`src/eth_frame_pkg.sv`:
```
/*
  Ethernet frame format on the transmit wire.
  Lane and beat geometry, header field widths and the transmit beat.
*/
`default_nettype none

package eth_frame_pkg;

  // ------------------------------------------------------------------------
  // beat geometry
  // ------------------------------------------------------------------------
  localparam int LANES      = 4;            // 64-bit lanes per beat
  localparam int LANE_W     = 64;
  localparam int BEAT_BYTES = LANES * LANE_W / 8;
  localparam int EMPTY_W    = 5;            // also log2 of BEAT_BYTES

  // ------------------------------------------------------------------------
  // header and payload
  // ------------------------------------------------------------------------
  localparam int MAC_W         = 48;
  localparam int SIZE_W        = 14;        // packet size in bytes
  localparam int MIN_PKT_BYTES = 64;

  localparam logic [7:0] FIXED_BYTE = 8'hA5; // fixed payload pattern

  // one lane, first byte on the wire in bits [63:56]
  typedef logic [LANE_W-1:0] lane_t;

  // transmit beat
  // lane 0 is the most significant lane and carries the earliest bytes
  typedef struct packed {
    logic                 valid;
    logic                 sop;
    logic                 eop;
    logic [EMPTY_W-1:0]   empty;  // unused bytes at the end of an eop beat
    lane_t [0:LANES-1]    data;
  } tx_beat_t;

endpackage : eth_frame_pkg

`default_nettype wire

```
`src/pkt_gen_cfg_pkg.sv`:
```
/*
  Packet generator control definitions.
  Run configuration, pattern and state encodings, beat control and stats.
*/
`default_nettype none

package pkt_gen_cfg_pkg;

  // cycles between i_tx_ready and the beat it allows
  localparam int READY_LATENCY = 2;

  localparam int BEAT_IDX_W = 9;   // enough for the largest size
  localparam int PKT_IDX_W  = 16;

  // ------------------------------------------------------------------------
  // encodings
  // ------------------------------------------------------------------------
  typedef enum logic {
    PAT_INCR  = 1'b0,   // byte equals its offset mod 256
    PAT_FIXED = 1'b1
  } pattern_e;

  typedef enum logic [1:0] {
    S_IDLE = 2'd0,
    S_SEND = 2'd1,
    S_GAP  = 2'd2
  } seq_state_e;

  // ------------------------------------------------------------------------
  // structs
  // ------------------------------------------------------------------------
  // held stable for the whole run
  typedef struct packed {
    logic [eth_frame_pkg::MAC_W-1:0]  dmac;
    logic [eth_frame_pkg::MAC_W-1:0]  smac;
    logic [eth_frame_pkg::SIZE_W-1:0] start_size;
    logic [eth_frame_pkg::SIZE_W-1:0] end_size;
    logic [31:0]                      pkt_num;
    logic                             cont_mode;   // run until stop strobe
    logic [7:0]                       ipg_cycles;
    pattern_e                         pattern;
  } pkt_cfg_t;

  // sequencer to lanes and drain
  typedef struct packed {
    logic                             valid;
    logic                             sop;
    logic                             eop;
    logic [BEAT_IDX_W-1:0]            beat_idx;   // beat within the packet
    logic [PKT_IDX_W-1:0]             pkt_idx;    // packet within the run
    logic [eth_frame_pkg::SIZE_W-1:0] size;       // bytes in this packet
  } beat_ctl_t;

  typedef struct packed {
    logic [15:0] sop_cnt;
    logic [15:0] eop_cnt;
    logic [31:0] byte_cnt;
  } tx_stats_t;

endpackage : pkt_gen_cfg_pkg

`default_nettype wire

```
`src/lane_pattern_gen.sv`:
```
/*
  Lane pattern generator. Builds one 64-bit lane of a beat from the
  header fields on sop, or from the payload pattern otherwise.
*/
`default_nettype none

module lane_pattern_gen #(
  parameter int LANE = 0     // lane position, 0 is the first on the wire
) (
  input  wire pkt_gen_cfg_pkg::beat_ctl_t           i_ctl,
  input  wire logic [eth_frame_pkg::MAC_W-1:0]      i_dmac,
  input  wire logic [eth_frame_pkg::MAC_W-1:0]      i_smac,
  input  wire pkt_gen_cfg_pkg::pattern_e            i_pattern,
  output eth_frame_pkg::lane_t                      o_lane
);

  localparam int LANE_BYTES = eth_frame_pkg::LANE_W / 8;

  logic [7:0]           lane_base;  // offset of this lane's first byte, mod 256
  eth_frame_pkg::lane_t payload;

  assign lane_base = 8'(i_ctl.beat_idx * eth_frame_pkg::BEAT_BYTES + LANE * LANE_BYTES);

  // payload bytes, first byte in the top of the lane
  always_comb begin
    for (int b = 0; b < LANE_BYTES; b++) begin
      if (i_pattern == pkt_gen_cfg_pkg::PAT_FIXED) begin
        payload[eth_frame_pkg::LANE_W-1-8*b -: 8] = eth_frame_pkg::FIXED_BYTE;
      end else begin
        payload[eth_frame_pkg::LANE_W-1-8*b -: 8] = lane_base + 8'(b);
      end
    end
  end

  // ------------------------------------------------------------------------
  // header overlay on the first beat
  // ------------------------------------------------------------------------
  always_comb begin
    o_lane = payload;
    if (i_ctl.sop) begin
      case (LANE)
        0: o_lane = {i_dmac, i_smac[eth_frame_pkg::MAC_W-1 -: 16]};
        1: o_lane = {i_smac[eth_frame_pkg::MAC_W-17:0],    // low 32 source bits
                     16'(i_ctl.size),
                     i_ctl.pkt_idx};
        default: o_lane = payload;  // lanes past the header
      endcase
    end
  end

endmodule : lane_pattern_gen

`default_nettype wire

```
`src/pkt_gen_top.sv`:
```
/*
  Ethernet test-packet generator, top level.
  Sequencer, one pattern generator per lane and the beat drain.
*/
`default_nettype none

module pkt_gen_top (
  input  wire logic                       i_clk_tx,
  input  wire logic                       i_reset,
  input  wire pkt_gen_cfg_pkg::pkt_cfg_t  i_cfg,
  input  wire logic                       i_start,
  input  wire logic                       i_stop,
  input  wire logic                       i_stat_clr,
  input  wire logic                       i_tx_ready,
  output eth_frame_pkg::tx_beat_t         o_tx,
  output logic                            o_busy,
  output pkt_gen_cfg_pkg::tx_stats_t      o_stats
);

  pkt_gen_cfg_pkg::beat_ctl_t                   ctl;
  eth_frame_pkg::lane_t [0:eth_frame_pkg::LANES-1] lanes;

  pkt_sequencer u_seq (
    .i_clk_tx   (i_clk_tx),
    .i_reset    (i_reset),
    .i_cfg      (i_cfg),
    .i_start    (i_start),
    .i_stop     (i_stop),
    .i_tx_ready (i_tx_ready),
    .o_ctl      (ctl),
    .o_busy     (o_busy)
  );

  for (genvar g = 0; g < eth_frame_pkg::LANES; g++) begin : g_lane
    lane_pattern_gen #(.LANE(g)) u_lane (
      .i_ctl     (ctl),
      .i_dmac    (i_cfg.dmac),
      .i_smac    (i_cfg.smac),
      .i_pattern (i_cfg.pattern),
      .o_lane    (lanes[g])
    );
  end

  tx_beat_drain u_drain (
    .i_clk_tx   (i_clk_tx),
    .i_reset    (i_reset),
    .i_ctl      (ctl),
    .i_lanes    (lanes),
    .i_stat_clr (i_stat_clr),
    .o_tx       (o_tx),
    .o_stats    (o_stats)
  );

endmodule : pkt_gen_top

`default_nettype wire

```
`src/pkt_sequencer.sv`:
```
/*
  Packet sequencer. Paces packets, sizes, beats and inter-packet gaps,
  offering one beat per delayed transmit ready slot.
*/
`default_nettype none

module pkt_sequencer (
  input  wire logic                       i_clk_tx,
  input  wire logic                       i_reset,
  input  wire pkt_gen_cfg_pkg::pkt_cfg_t  i_cfg,
  input  wire logic                       i_start,
  input  wire logic                       i_stop,
  input  wire logic                       i_tx_ready,
  output pkt_gen_cfg_pkg::beat_ctl_t      o_ctl,
  output logic                            o_busy
);

  logic [pkt_gen_cfg_pkg::READY_LATENCY-1:0] rdy_sr;  // ready history
  logic                                      slot;

  pkt_gen_cfg_pkg::seq_state_e                state;
  logic [eth_frame_pkg::SIZE_W-1:0]           size;
  logic [eth_frame_pkg::SIZE_W-1:0]           size_m1;
  logic [pkt_gen_cfg_pkg::BEAT_IDX_W-1:0]     beat_idx;
  logic [31:0]                                pkt_cnt;   // packets done this run
  logic [7:0]                                 gap_cnt;
  logic                                       stop_req;
  logic                                       offer;
  logic                                       last_beat;
  logic                                       run_done;

  // ------------------------------------------------------------------------
  // ready latency
  // ------------------------------------------------------------------------
  always_ff @(posedge i_clk_tx) begin
    if (i_reset) begin
      rdy_sr <= '0;
    end else begin
      rdy_sr <= {rdy_sr[pkt_gen_cfg_pkg::READY_LATENCY-2:0], i_tx_ready};
    end
  end

  assign slot = rdy_sr[pkt_gen_cfg_pkg::READY_LATENCY-1];

  // ------------------------------------------------------------------------
  // beat and packet control
  // ------------------------------------------------------------------------
  assign size_m1   = size - 1'b1;
  assign last_beat = (beat_idx == size_m1[eth_frame_pkg::SIZE_W-1:eth_frame_pkg::EMPTY_W]);
  assign offer     = (state == pkt_gen_cfg_pkg::S_SEND) && slot;
  assign run_done  = i_cfg.cont_mode ? (stop_req | i_stop)
                                     : (pkt_cnt + 32'd1 == i_cfg.pkt_num);

  always_ff @(posedge i_clk_tx) begin
    if (i_reset) begin
      state    <= pkt_gen_cfg_pkg::S_IDLE;
      beat_idx <= '0;
      pkt_cnt  <= '0;
      gap_cnt  <= '0;
      stop_req <= 1'b0;
    end else begin
      case (state)
        pkt_gen_cfg_pkg::S_IDLE: begin
          beat_idx <= '0;
          stop_req <= 1'b0;
          if (i_start) begin
            pkt_cnt <= '0;
            state   <= pkt_gen_cfg_pkg::S_SEND;
          end
        end
        pkt_gen_cfg_pkg::S_SEND: begin
          if (i_stop) stop_req <= 1'b1;
          if (offer && !last_beat) begin
            beat_idx <= beat_idx + 1'b1;
          end else if (offer) begin       // eop beat goes out
            beat_idx <= '0;
            pkt_cnt  <= pkt_cnt + 32'd1;
            gap_cnt  <= i_cfg.ipg_cycles;
            if (run_done) begin
              state <= pkt_gen_cfg_pkg::S_IDLE;
            end else if (i_cfg.ipg_cycles != 8'd0) begin
              state <= pkt_gen_cfg_pkg::S_GAP;
            end
          end
        end
        pkt_gen_cfg_pkg::S_GAP: begin
          if (i_stop) stop_req <= 1'b1;
          gap_cnt <= gap_cnt - 8'd1;      // runs whatever ready does
          if (i_cfg.cont_mode && (stop_req || i_stop)) begin
            state <= pkt_gen_cfg_pkg::S_IDLE;
          end else if (gap_cnt == 8'd1) begin
            state <= pkt_gen_cfg_pkg::S_SEND;
          end
        end
        default: state <= pkt_gen_cfg_pkg::S_IDLE;
      endcase
    end
  end

  // size sweep, wraps end_size back to start_size
  always_ff @(posedge i_clk_tx) begin
    if (state == pkt_gen_cfg_pkg::S_IDLE) begin
      size <= i_cfg.start_size;
    end else if (offer && last_beat) begin
      size <= (size == i_cfg.end_size) ? i_cfg.start_size : size + 1'b1;
    end
  end

  assign o_ctl = '{
    valid:    offer,
    sop:      offer && (beat_idx == '0),
    eop:      offer && last_beat,
    beat_idx: beat_idx,
    pkt_idx:  pkt_cnt[pkt_gen_cfg_pkg::PKT_IDX_W-1:0],
    size:     size
  };

  assign o_busy = (state != pkt_gen_cfg_pkg::S_IDLE);

  // ------------------------------------------------------------------------
  // checks
  // ------------------------------------------------------------------------
  a_valid_in_slot: assert property (@(posedge i_clk_tx) disable iff (i_reset)
    o_ctl.valid |-> $past(i_tx_ready, pkt_gen_cfg_pkg::READY_LATENCY));

  a_eop_with_valid: assert property (@(posedge i_clk_tx) disable iff (i_reset)
    o_ctl.eop |-> o_ctl.valid && o_busy);

  // sweep range must be sane when a run begins
  a_start_sizes: assert property (@(posedge i_clk_tx) disable iff (i_reset)
    (i_start && state == pkt_gen_cfg_pkg::S_IDLE) |->
      (i_cfg.start_size <= i_cfg.end_size) &&
      (i_cfg.start_size >= eth_frame_pkg::SIZE_W'(eth_frame_pkg::MIN_PKT_BYTES)));

endmodule : pkt_sequencer

`default_nettype wire

```
`src/tx_beat_drain.sv`:
```
/*
  Transmit beat drain. Packs the lanes into the output beat, works out
  empty on eop and keeps the transmit sop, eop and byte counters.
*/
`default_nettype none

module tx_beat_drain (
  input  wire logic                                       i_clk_tx,
  input  wire logic                                       i_reset,
  input  wire pkt_gen_cfg_pkg::beat_ctl_t                 i_ctl,
  input  wire eth_frame_pkg::lane_t [0:eth_frame_pkg::LANES-1] i_lanes,
  input  wire logic                                       i_stat_clr,
  output eth_frame_pkg::tx_beat_t                         o_tx,
  output pkt_gen_cfg_pkg::tx_stats_t                      o_stats
);

  logic [eth_frame_pkg::EMPTY_W-1:0] size_rem;   // bytes in a partial last beat
  logic [eth_frame_pkg::EMPTY_W-1:0] last_empty;

  // ------------------------------------------------------------------------
  // output beat
  // ------------------------------------------------------------------------
  assign size_rem = i_ctl.size[eth_frame_pkg::EMPTY_W-1:0];

  // 32 minus the remainder; a full last beat wraps to zero
  assign last_empty = eth_frame_pkg::EMPTY_W'(eth_frame_pkg::BEAT_BYTES - int'(size_rem));

  always_comb begin
    o_tx.valid = i_ctl.valid;
    o_tx.sop   = i_ctl.sop;
    o_tx.eop   = i_ctl.eop;
    o_tx.empty = i_ctl.eop ? last_empty : '0;
    o_tx.data  = i_lanes;
  end

  // ------------------------------------------------------------------------
  // transmit counters
  // ------------------------------------------------------------------------
  always_ff @(posedge i_clk_tx) begin
    if (i_reset || i_stat_clr) begin
      o_stats <= '0;
    end else begin
      if (i_ctl.sop) begin
        o_stats.sop_cnt <= o_stats.sop_cnt + 16'd1;
      end
      if (i_ctl.eop) begin
        o_stats.eop_cnt  <= o_stats.eop_cnt + 16'd1;
        o_stats.byte_cnt <= o_stats.byte_cnt + 32'(i_ctl.size);  // whole packet at once
      end
    end
  end

  a_empty_eop_only: assert property (@(posedge i_clk_tx) disable iff (i_reset)
    (o_tx.valid && !o_tx.eop) |-> (o_tx.empty == '0));

endmodule : tx_beat_drain

`default_nettype wire
```
`config.mk`:
```
export PLATFORM = sky130hd
export DESIGN_NAME = pkt_gen_top
export DESIGN_NICKNAME = d
export VERILOG_FILES = /design/src/eth_frame_pkg.sv /design/src/pkt_gen_cfg_pkg.sv /design/src/lane_pattern_gen.sv /design/src/pkt_gen_top.sv /design/src/pkt_sequencer.sv /design/src/tx_beat_drain.sv
export SDC_FILE = /design/constraint.sdc
export NUM_CORES = 1
export LEC_CHECK = 0
export BUFFER_PORTS_ARGS = -buffer_cell sky130_fd_sc_hd__buf_2
export CAP_MARGIN = 15
export CORE_AREA = 2 2 196 198
export CTS_CLUSTER_SIZE = 14
export DETAILED_ROUTE_END_ITERATION = 12
export DIE_AREA = 0 0 198 200
export GPL_TIMING_DRIVEN = 0
export SLEW_MARGIN = 40
export SYNTH_ARGS = -nofsm -noshare
export SYNTH_HDL_FRONTEND = slang
export SYNTH_SLANG_ARGS = --single-unit
```
`constraint.sdc`:
```
create_clock -name i_clk_tx -period 6.8 [get_ports i_clk_tx]
set_input_delay 1.02 -clock i_clk_tx [delete_from_list [all_inputs] [get_ports i_clk_tx]]
set_output_delay 1.02 -clock i_clk_tx [all_outputs]
set_load 0.02 [all_outputs]
```
==> results.toml, run 1 <==
[floorplanning]
die_h_microns = 200
ios = 501
core_region_area_sq_um = 37400
die_w_microns = 198
rows = 71
start_util_pct = 28.1
die_area_sq_um = 39600

[clock_network]
htreeDepth = 4
cts.sinks = 132
post_cts_buffers = 0
cts_tree = "done"
ctsHoldBuffers = 0
root_buffer = "clkbuf_16"
ctsResizeCount = 0
clk_latency_ps = 440
cts.clk_slew.worst_paths_ps = 70
ctsLongestPathBuffers = 2
cts_buffers = 17

[critical_path]
arrival_ps = 4650
endpoint_kind = "output port"
cpMostUsedCell = "buf_2"
startpoint_type = "register"
slowest_delay_ps = 620
critPathMaxFanout = 10
path_delay_family = "simple AND/OR/NAND/NOR gates"
critPathBufInv = 4
crit_start = "u_seq.size[0]"
crit_type = "reg2out"
cp_data_required_time_ps = 5780
slowest_stage = "nor4b_2"
worst_r2r_startpoint = "u_seq.size[0]"
path_cells = "inv_1, ha_1, nor4b_2, and2_1, nor4b_1, o21ai_0, or4_4, buf_2, buf_1, nor3_1, buf_2"

[placement]
gp_congestion = 0.939
post-dp-hpwl_microns = 35900
post_dp_cell_area_sq_um = 13600
port_buffers = 468

[routing]
antenna_left = 0
routed_wl_microns = 44400
wl_per_cell_microns = 18.2
drt-initial-drc-count = 932
drt-pass1-iter-count = 6
drc = 0
via_per_inst = 4.89
vias = 11900

[sta]
tns_ps = 0
fin_worst_skew_ps = 15.7
rsz0062_at_grt = "no"
setup_viol = 0
post-route-min-period_ps = 5680
relSlewSlack_pct = 41.3
fin_crit_sh_pct = 83.5
tightest_slew_ps = 859
timing.fmax_mhz = 176
slew_viol_final = 0
hold_viol = 0

[logic_synthesis]
ys.flop_type = "dfxtp_1"
ys_types = 70
synth_edf_count = 14
post_synth.cell_area_avg_sq_um = 7.52
syn_inst = 1395
yosysWarnings = 0
ys_seq_area_share_pct = 26.5
synth-seq-cells = 132
synth_area_sq_um = 10500
async_flop_share_pct = 0

[power]
max-vdd-ir-drop_uv = 145
p_leak_nw = 6.50
p_per_area_nw_per_um2 = 229

[finish]
drive_gt1_share_pct = 34.2
antenna_cells = 0
fin_util_pct = 37.9
fin_area_sq_um = 14200
fin_nets = 2112
area_growth_pct = 35.2

[grt]
overflow = 0
antenna_found_initial = 1
grt_max_degree = 34
grt_pass1_wl_microns = 63700
grt_pass1_vias = 10600
track_usage_pct = 21.2

[outcome]
outcome = "finished clean"

[run]
cap_violations = 0

[worst_hold_path]
holdCritPathClass = "reg2reg"
hp-start = "u_seq.rdy_sr[0]"
-- worst register-to-register path: cells and delay by family, from the launching register on --
family | cells | cell delay (ps)
simple gates | 4 | 1710
buf+inv | 3 | 1030
compound gates | 2 | 600
flops | 1 | 550
fa+ha+maj | 1 | 270
-- cells in the final DEF, fill, tap and decap left out, types with 35 or more instances in the layout --
cell type	synthesis	routed
inv_1	36	35
a21oi_1	103	103
buf_4	128	128
xor2_1	51	51
nand2_1	113	113
nand3_1	49	49
xnor2_1	73	73
buf_2	6	474
o21a_1	39	39
and2_1	39	39
dfxtp_1	118	118
a21o_1	37	37
o21ai_0	50	50
nor2_1	129	128
clkbuf_1	70	66
-- worst paths after layout --
| kind | to | slack, ps | cells after the start |
|---|---|---|---|
| worst max-delay path | o_tx[259] | 1130 | 11 |
| worst min-delay path | u_seq.rdy_sr[1] | 450 | 1 |
| worst max register to register | u_seq.size[13] | 2240 | 10 |
| worst min register to register | u_seq.rdy_sr[1] | 450 | 1 |
-- where the power goes --
| part | internal, mW | switching [mW] | total (mW) | leakage [nW] |
|---|---|---|---|---|
| combinational | 0.488 | 0.890 | 1.38 | 5.14 |
| sequential | 0.883 | 0.0761 | 0.959 | 1.09 |
| clock | 0.485 | 0.426 | 0.910 | 0.276 |
-- metal layers --
metal	track usage, %	routed length [microns]	up-vias
li1	-	-	5755
met1	28.7	19300	5601
met2	34.1	20500	485
met3	4.25	3540	66
met4	6.29	1030	2
met5	0	12	-
-- flip-flops by register name (all words and copies together) (netlist names) --
register / cells
u_seq.gap_cnt: 8
u_seq.beat_idx: 9
u_seq.stop_req: 1
u_seq.state: 2
u_seq.pkt_cnt: 32
u_drain.o_stats: 64
u_seq.size: 14
u_seq.rdy_sr: 2
-- Yosys cell counts (5+ instances only) --
cell type | n | area share (%)
a211oi_1 | 23 | 1.6
a21o_1 | 37 | 2.6
a21oi_1 | 103 | 4.9
a31oi_1 | 12 | 0.72
and2_1 | 39 | 2.3
and3_1 | 31 | 1.8
and4_1 | 5 | 0.42
buf_1 | 6 | 0.21
buf_2 | 6 | 0.29
buf_4 | 128 | 9.2
clkbuf_1 | 70 | 2.5
dfxtp_1 | 118 | 23
edfxtp_1 | 14 | 4.0
ha_1 | 27 | 3.2
inv_1 | 36 | 1.3
nand2_1 | 113 | 4.0
nand2b_1 | 21 | 1.3
nand3_1 | 49 | 2.3
nand3b_1 | 6 | 0.43
nand4_1 | 27 | 1.6
nor2_1 | 129 | 4.6
nor2b_1 | 10 | 0.60
nor3_1 | 33 | 1.6
nor4_1 | 23 | 1.4
o21a_1 | 39 | 2.8
o21ai_0 | 50 | 2.4
o31ai_1 | 10 | 0.72
or3_1 | 19 | 1.1
or4_1 | 14 | 1.0
xnor2_1 | 73 | 6.1
xor2_1 | 51 | 4.3
-- cell type report --
type	count	area, sq um
Multi-Input combinational cell	1044	6420
Sequential cell	132	2780
Clock buffer	17	425
Clock inverter	15	140
Buffer	212	1300
Inverter	37	139
Tap cell	511	639
Timing Repair Buffer	468	2340
Fill cell	4011	23200
-- cells by family after synthesis --
logic type | after synthesis | share of synthesized area, %
AND/OR/NAND/NOR | 538 | 26.2
multiplexers | 6 | 0.596
flip-flops | 132 | 26.5
buffers and inverters | 249 | 13.7
XOR/XNOR | 124 | 10.3
other | 2 | 0.0716
AO/OA/AOI/OAI | 316 | 19.1
adder cells (fa/ha/maj) | 28 | 3.41
-- through the flow --
step	total power, mW	hold slack [ps]	setup slack, ps	std cells
floorplan	1.89	414	2600	1425
global placement	2.32	440	1370	2404
detailed placement	2.34	448	1650	2404
CTS	3.26	449	1160	2436
global route	3.44	454	853	2436
finish	3.25	450	1130	2436
No activity file was read; power rests on OpenSTA's default activity.
==> run 2: changes to the inputs <==
==> constraint.sdc (replaced) <==
create_clock -name i_clk_tx -period 4.7 [get_ports i_clk_tx]
set_input_delay 0.705 -clock i_clk_tx [delete_from_list [all_inputs] [get_ports i_clk_tx]]
set_output_delay 0.705 -clock i_clk_tx [all_outputs]
set_load 0.02 [all_outputs]
==> run 2 against run 1 <==
Against the previous run:
- combinational power rose by 49%
- die area did not move
- routed wire length fell by 0.17%
- critical path depth fell by 1
- clock power rose by 45%
- first-iteration DRC count fell by 7.0%
- sequential power rose by 43%
- flip-flop and latch count did not move
- final area rose by 0.56%
- via count rose by 0.33%
- critical path type unchanged
- critical endpoint is now o_tx[257]
==> results.toml, run 2 (synthesis gave the netlist of run 1 again) <==
[outcome]
outcome = "finished clean"

[floorplanning]
die_h_microns = 200
start_util_pct = 28.1
die_w_microns = 198
rows = 71
ios = 501
die_area_sq_um = 39600
core_region_area_sq_um = 37400

[clock_network]
root_buffer = "clkbuf_16"
cts_buffers = 17
ctsHoldBuffers = 0
htreeDepth = 4
clk_latency_ps = 440
cts.sinks = 132
cts.clk_slew.worst_paths_ps = 70
cts_tree = "done"
ctsLongestPathBuffers = 2

[finish]
area_growth_pct = 36.0
antenna_cells = 0
layout_commonest_cell = "buf_2"
regArea_sq_um = 2780
multi_input_area_sq_um = 6450
fillers = 4001
final_cell_mix = "473 x buf_2, 133 x buf_4, 128 x nor2_1, 118 x dfxtp_1, 113 x nand2_1"
drive_gt1_share_pct = 34.7
largest_reg_flops = 64
fin_nets = 2116
biggestRegsByFlops = "u_drain.o_stats (64), u_seq.pkt_cnt (32), u_seq.size (14)"
max_flop_register = "u_drain.o_stats"

[critical_path]
crit_path_end = "o_tx[257]"
endpoint_kind = "output port"
worst_r2r_startpoint = "u_seq.pkt_cnt[3]"
cp_data_required_time_ps = 3990
critPathMaxFanout = 10
arrival_ps = 3830
crit_type = "reg2out"
ff2ff_path_depth = 10
crit_start = "u_seq.size[10]"
startpoint_type = "register"
r2r-end = "u_seq.state[0]"
ff2ff_setup_slack_ps = 590

[sta]
post-route-min-period_ps = 4540
rsz0062_at_grt = "no"
setup_viol = 0
timing.fmax_mhz = 220
fin_worst_skew_ps = 16.2
relSlewSlack_pct = 46.1
hold_ws_ps = 451
tightest_slew_ps = 788
slew_viol_final = 0
fin_crit_sh_pct = 96.6
tns_ps = 0
hold_viol = 0

[grt]
grt_pass1_wl_microns = 63600
grt_pass1_vias = 10600
grt_max_degree = 34
track_usage_pct = 21.2
overflow = 0
antenna_found_initial = 1

[power]
swShare_pct = 42.9
p_per_area_nw_per_um2 = 333
p_leak_nw = 6.54
power_mw = 4.75
internal_power_mw = 2.71
p_sw_mw = 2.04
p_seq_share_pct = 28.9
max-vdd-ir-drop_uv = 209
power_frac_clock_pct = 27.8
p_comb_share_pct = 43.3

[routing]
drt-pass1-iter-count = 5
routed_wl_microns = 44400
via_per_inst = 4.90
wl_per_cell_microns = 18.2
vias = 11900
drc = 0
antenna_left = 0
drt-initial-drc-count = 867

[placement]
port_buffers = 468
gp_congestion = 0.939
post-dp-hpwl_microns = 35900

[run]
cap_violations = 0

[worst_hold_path]
holdCritPathClass = "reg2reg"
## run 2: metrics by stage
step           utilization, %  area, sq um  cells  setup WS (ps)
2_1_floorplan               -        10600   1425            814
3_3_place_gp             36.3        13600   2404           -415
3_5_place_dp             36.4        13600   2404           -135
4_1_cts                  38.0        14200   2437           1.38
5_1_grt                  38.1        14300   2440           21.9
6_report                 38.1        14300   2440            162
## run 2: power by group through the flow
stage               registers [mW]  clock network, mW  logic (mW)
finish                        1.37               1.32        2.06
global route                  1.39               1.40        2.24
floorplan                     1.37                  0        1.36
global placement              1.41                  0        1.95
detailed placement            1.41                  0        1.98
CTS                           1.39               1.35        2.00
## run 2: final cells by class
class / count / area share, %
Timing Repair Buffer: 473 / 16.7
Tap cell: 511 / 4.48
Clock inverter: 15 / 0.982
Multi-Input combinational cell: 1044 / 45.2
Clock buffer: 17 / 2.98
Buffer: 211 / 9.16
Sequential cell: 132 / 19.5
Inverter: 37 / 0.973
## run 2: layer usage
| layer | wire (microns) | up-vias | track usage [%] |
|---|---|---|---|
| met5 | 12 | - | 0 |
| met4 | 946 | 2 | 6.13 |
| met3 | 3540 | 57 | 4.30 |
| met2 | 20500 | 521 | 33.9 |
| met1 | 19400 | 5599 | 28.8 |
| li1 | - | 5769 | - |
## run 2: critical path: stages, from the launching register on
cell,delay (ps)
edfxtp_1,420
buf_6,170
or3_4,350
or4_1,480
a211oi_1,320
o22ai_1,180
or4_4,590
inv_2,240
clkbuf_4,300
and2_1,180
buf_2,170
## run 2: how the worst min path moves through the flow
| stage | start | endpoint | cells after the start |
|---|---|---|---|
| 2_1_floorplan | u_seq.rdy_sr[0] | u_seq.rdy_sr[1] | 1 |
| 3_5_place_dp | u_seq.rdy_sr[0] | u_seq.rdy_sr[1] | 1 |
| 5_1_grt | u_seq.rdy_sr[0] | u_seq.rdy_sr[1] | 1 |
| 4_1_cts | u_seq.rdy_sr[0] | u_seq.rdy_sr[1] | 1 |
| 6_report | u_seq.rdy_sr[0] | u_seq.rdy_sr[1] | 1 |
| 3_3_place_gp | u_seq.rdy_sr[0] | u_seq.rdy_sr[1] | 1 |
## run 2: timing repair
action / CTS / global route
endpoints found under the setup margin: 20 / 14
resized for setup: 6 / 6
buffers inserted: 2 / 3
==> run 3: changes to the inputs <==
--- a/config.mk
+++ b/config.mk
@@ -5,12 +5,13 @@
 export SDC_FILE = /design/constraint.sdc
 export NUM_CORES = 1
 export LEC_CHECK = 0
-export BUFFER_PORTS_ARGS = -buffer_cell sky130_fd_sc_hd__buf_2
 export CAP_MARGIN = 15
 export CORE_AREA = 2 2 196 198
+export CTS_CLUSTER_DIAMETER = 30
 export CTS_CLUSTER_SIZE = 14
 export DETAILED_ROUTE_END_ITERATION = 12
 export DIE_AREA = 0 0 198 200
+export DONT_BUFFER_PORTS = 1
 export GPL_TIMING_DRIVEN = 0
 export SLEW_MARGIN = 40
 export SYNTH_ARGS = -nofsm -noshare
==> run 3 against run 2 <==
Against the previous run:
- core utilization down 6.1 points
- routed wire length down 5.3%
- final cell count down 19%
- clock power up 6%
- register-to-register slack worse by 40 ps
==> results.toml, run 3 (synthesis gave the netlist of run 1 again) <==
[critical_path]
ff2ff_path_depth = 9
r2r-end = "u_seq.state[0]"
worst_r2r_startpoint = "u_seq.pkt_cnt[0]"
critPathMaxFanout = 10
startpoint_type = "register"
cp_data_required_time_ps = 3990
crit_type = "reg2out"
arrival_ps = 3820
ff2ff_setup_slack_ps = 550
endpoint_kind = "output port"

[floorplanning]
start_util_pct = 28.1
die_w_microns = 198
die_area_sq_um = 39600
rows = 71
die_h_microns = 200
core_region_area_sq_um = 37400
ios = 501

[routing]
routed_wl_microns = 42000
via_per_inst = 5.16
drt-pass1-iter-count = 5
antenna_left = 0
vias = 10200
wl_per_cell_microns = 21.2
drc = 0
drt-initial-drc-count = 714

[power]
internal_power_mw = 2.67
power_frac_clock_pct = 30.1
p_per_area_nw_per_um2 = 387
swShare_pct = 42.3
p_leak_nw = 4.51
p_seq_share_pct = 29.6
p_sw_mw = 1.96
p_comb_share_pct = 40.3
max-vdd-ir-drop_uv = 240

[finish]
fin_util_pct = 32.1
layout_commonest_cell = "buf_4"
max_flop_register = "u_drain.o_stats"
drive_gt1_share_pct = 14.0
final_cell_mix = "133 x buf_4, 126 x nor2_1, 118 x dfxtp_1, 113 x nand2_1, 103 x a21oi_1"
area_growth_pct = 14.2
biggestRegsByFlops = "u_drain.o_stats (64), u_seq.pkt_cnt (32), u_seq.size (14)"
largest_reg_flops = 64
fin_nets = 1648

[sta]
timing.fmax_mhz = 221
hold_viol = 0
tightest_slew_ps = 848
slew_viol_final = 0
fin_worst_skew_ps = 13.0
post-route-min-period_ps = 4530
setup_viol = 0
rsz0062_at_grt = "no"
fin_crit_sh_pct = 96.3
tns_ps = 0
relSlewSlack_pct = 43.0

[clock_network]
cts_tree = "done"
cts.sinks = 132
ctsHoldBuffers = 0
htreeDepth = 4
root_buffer = "clkbuf_16"
ctsLongestPathBuffers = 2
clk_latency_ps = 440
cts_buffers = 17
cts.clk_slew.worst_paths_ps = 70

[placement]
port_buffers = 0
post-dp-hpwl_microns = 33500
gp_congestion = 1.04

[grt]
antenna_found_initial = 8
track_usage_pct = 19.8
grt_pass1_vias = 8958
overflow = 0
grt_max_degree = 34
grt_pass1_wl_microns = 58300

[worst_hold_path]
holdCritPathClass = "in2reg"
whs_path_depth = 1
hp-start = "i_tx_ready"
min_to = "u_seq.rdy_sr[0]"

[outcome]
outcome = "finished clean"

[run]
cap_violations = 0
==> run 3: changes by cell type in the layout (fill, tap and decap cells not counted), sizes merged <==
cell / delta
inv: -2
buf: -468
clkinv: +1
diode: +7
clkinvlp: -1
bufinv: +2
==> run 3: timing repair <==
action,CTS,global route
setup buffers,4,1
pin swaps,2,0
resized for setup,9,7
endpoints found under the setup margin,24,10
==> run 3: area by class of cell <==
class | count | area, sq um
diodes | 7 | 17.5
plain buffers | 211 | 1310
clock buffers | 17 | 425
clock inverters | 15 | 165
fillers | 3985 | 25400
inverters | 37 | 139
multi-input cells | 1044 | 6470
flip-flops and latches | 132 | 2780
well taps | 511 | 639
repair buffers | 5 | 37.5
==> run 3: critical path: stages, from the launching register on <==
cell and delay (ps):
edfxtp_1 420, buf_6 170, or3_4 360, or4_1 470, a211oi_1 340, o22ai_1 180, or4_4 600, inv_2 250
clkbuf_4 300, and2_1 300
==> run 3: worst max path at each step <==
stage	startpoint	end	slack (ps)	cells past startpoint
after floorplan	u_seq.size[1]	o_tx[259]	810	10
after global placement	u_seq.state[1]	o_tx[162]	-540	11
after detailed placement	u_seq.size[0]	o_tx[259]	-360	10
after CTS	u_seq.size[7]	o_tx[257]	10	9
after global routing	u_seq.size[10]	o_tx[257]	70	9
final	u_seq.size[10]	o_tx[257]	170	9
==> run 3: metal layers <==
metal / vias to the layer above / part of all wire, % / GRT usage (%)
met3: 30 / 10 / 7.51
li1: 4849 / - / -
met5: - / 0.040 / 0.988
met4: 2 / 0.99 / 3.79
met1: 4913 / 43 / 25.8
met2: 412 / 46 / 31.3
==> run 3: metrics by stage <==
step           hold WS [ps]  total power [mW]  instance area (sq um)  worst slack, ps  std cells
5_1_grt                 418              4.89                  12000             65.3       1977
3_5_place_dp            451              3.20                  11300             -360       1936
3_3_place_gp            444              3.16                  11200             -536       1936
2_1_floorplan           414              2.73                  10600              814       1425
6_report                404              4.64                  12000              173       1979
4_1_cts                 388              4.64                  11900             10.4       1971
==> run 3: power by group through the flow <==
stage | sequential [mW] | combinational, mW | clock (mW)
after floorplan | 1.37 | 1.36 | 0
after global placement | 1.41 | 1.75 | 0
after detailed placement | 1.41 | 1.79 | 0
after CTS | 1.38 | 1.84 | 1.42
after global routing | 1.39 | 2.04 | 1.46
final | 1.37 | 1.87 | 1.40
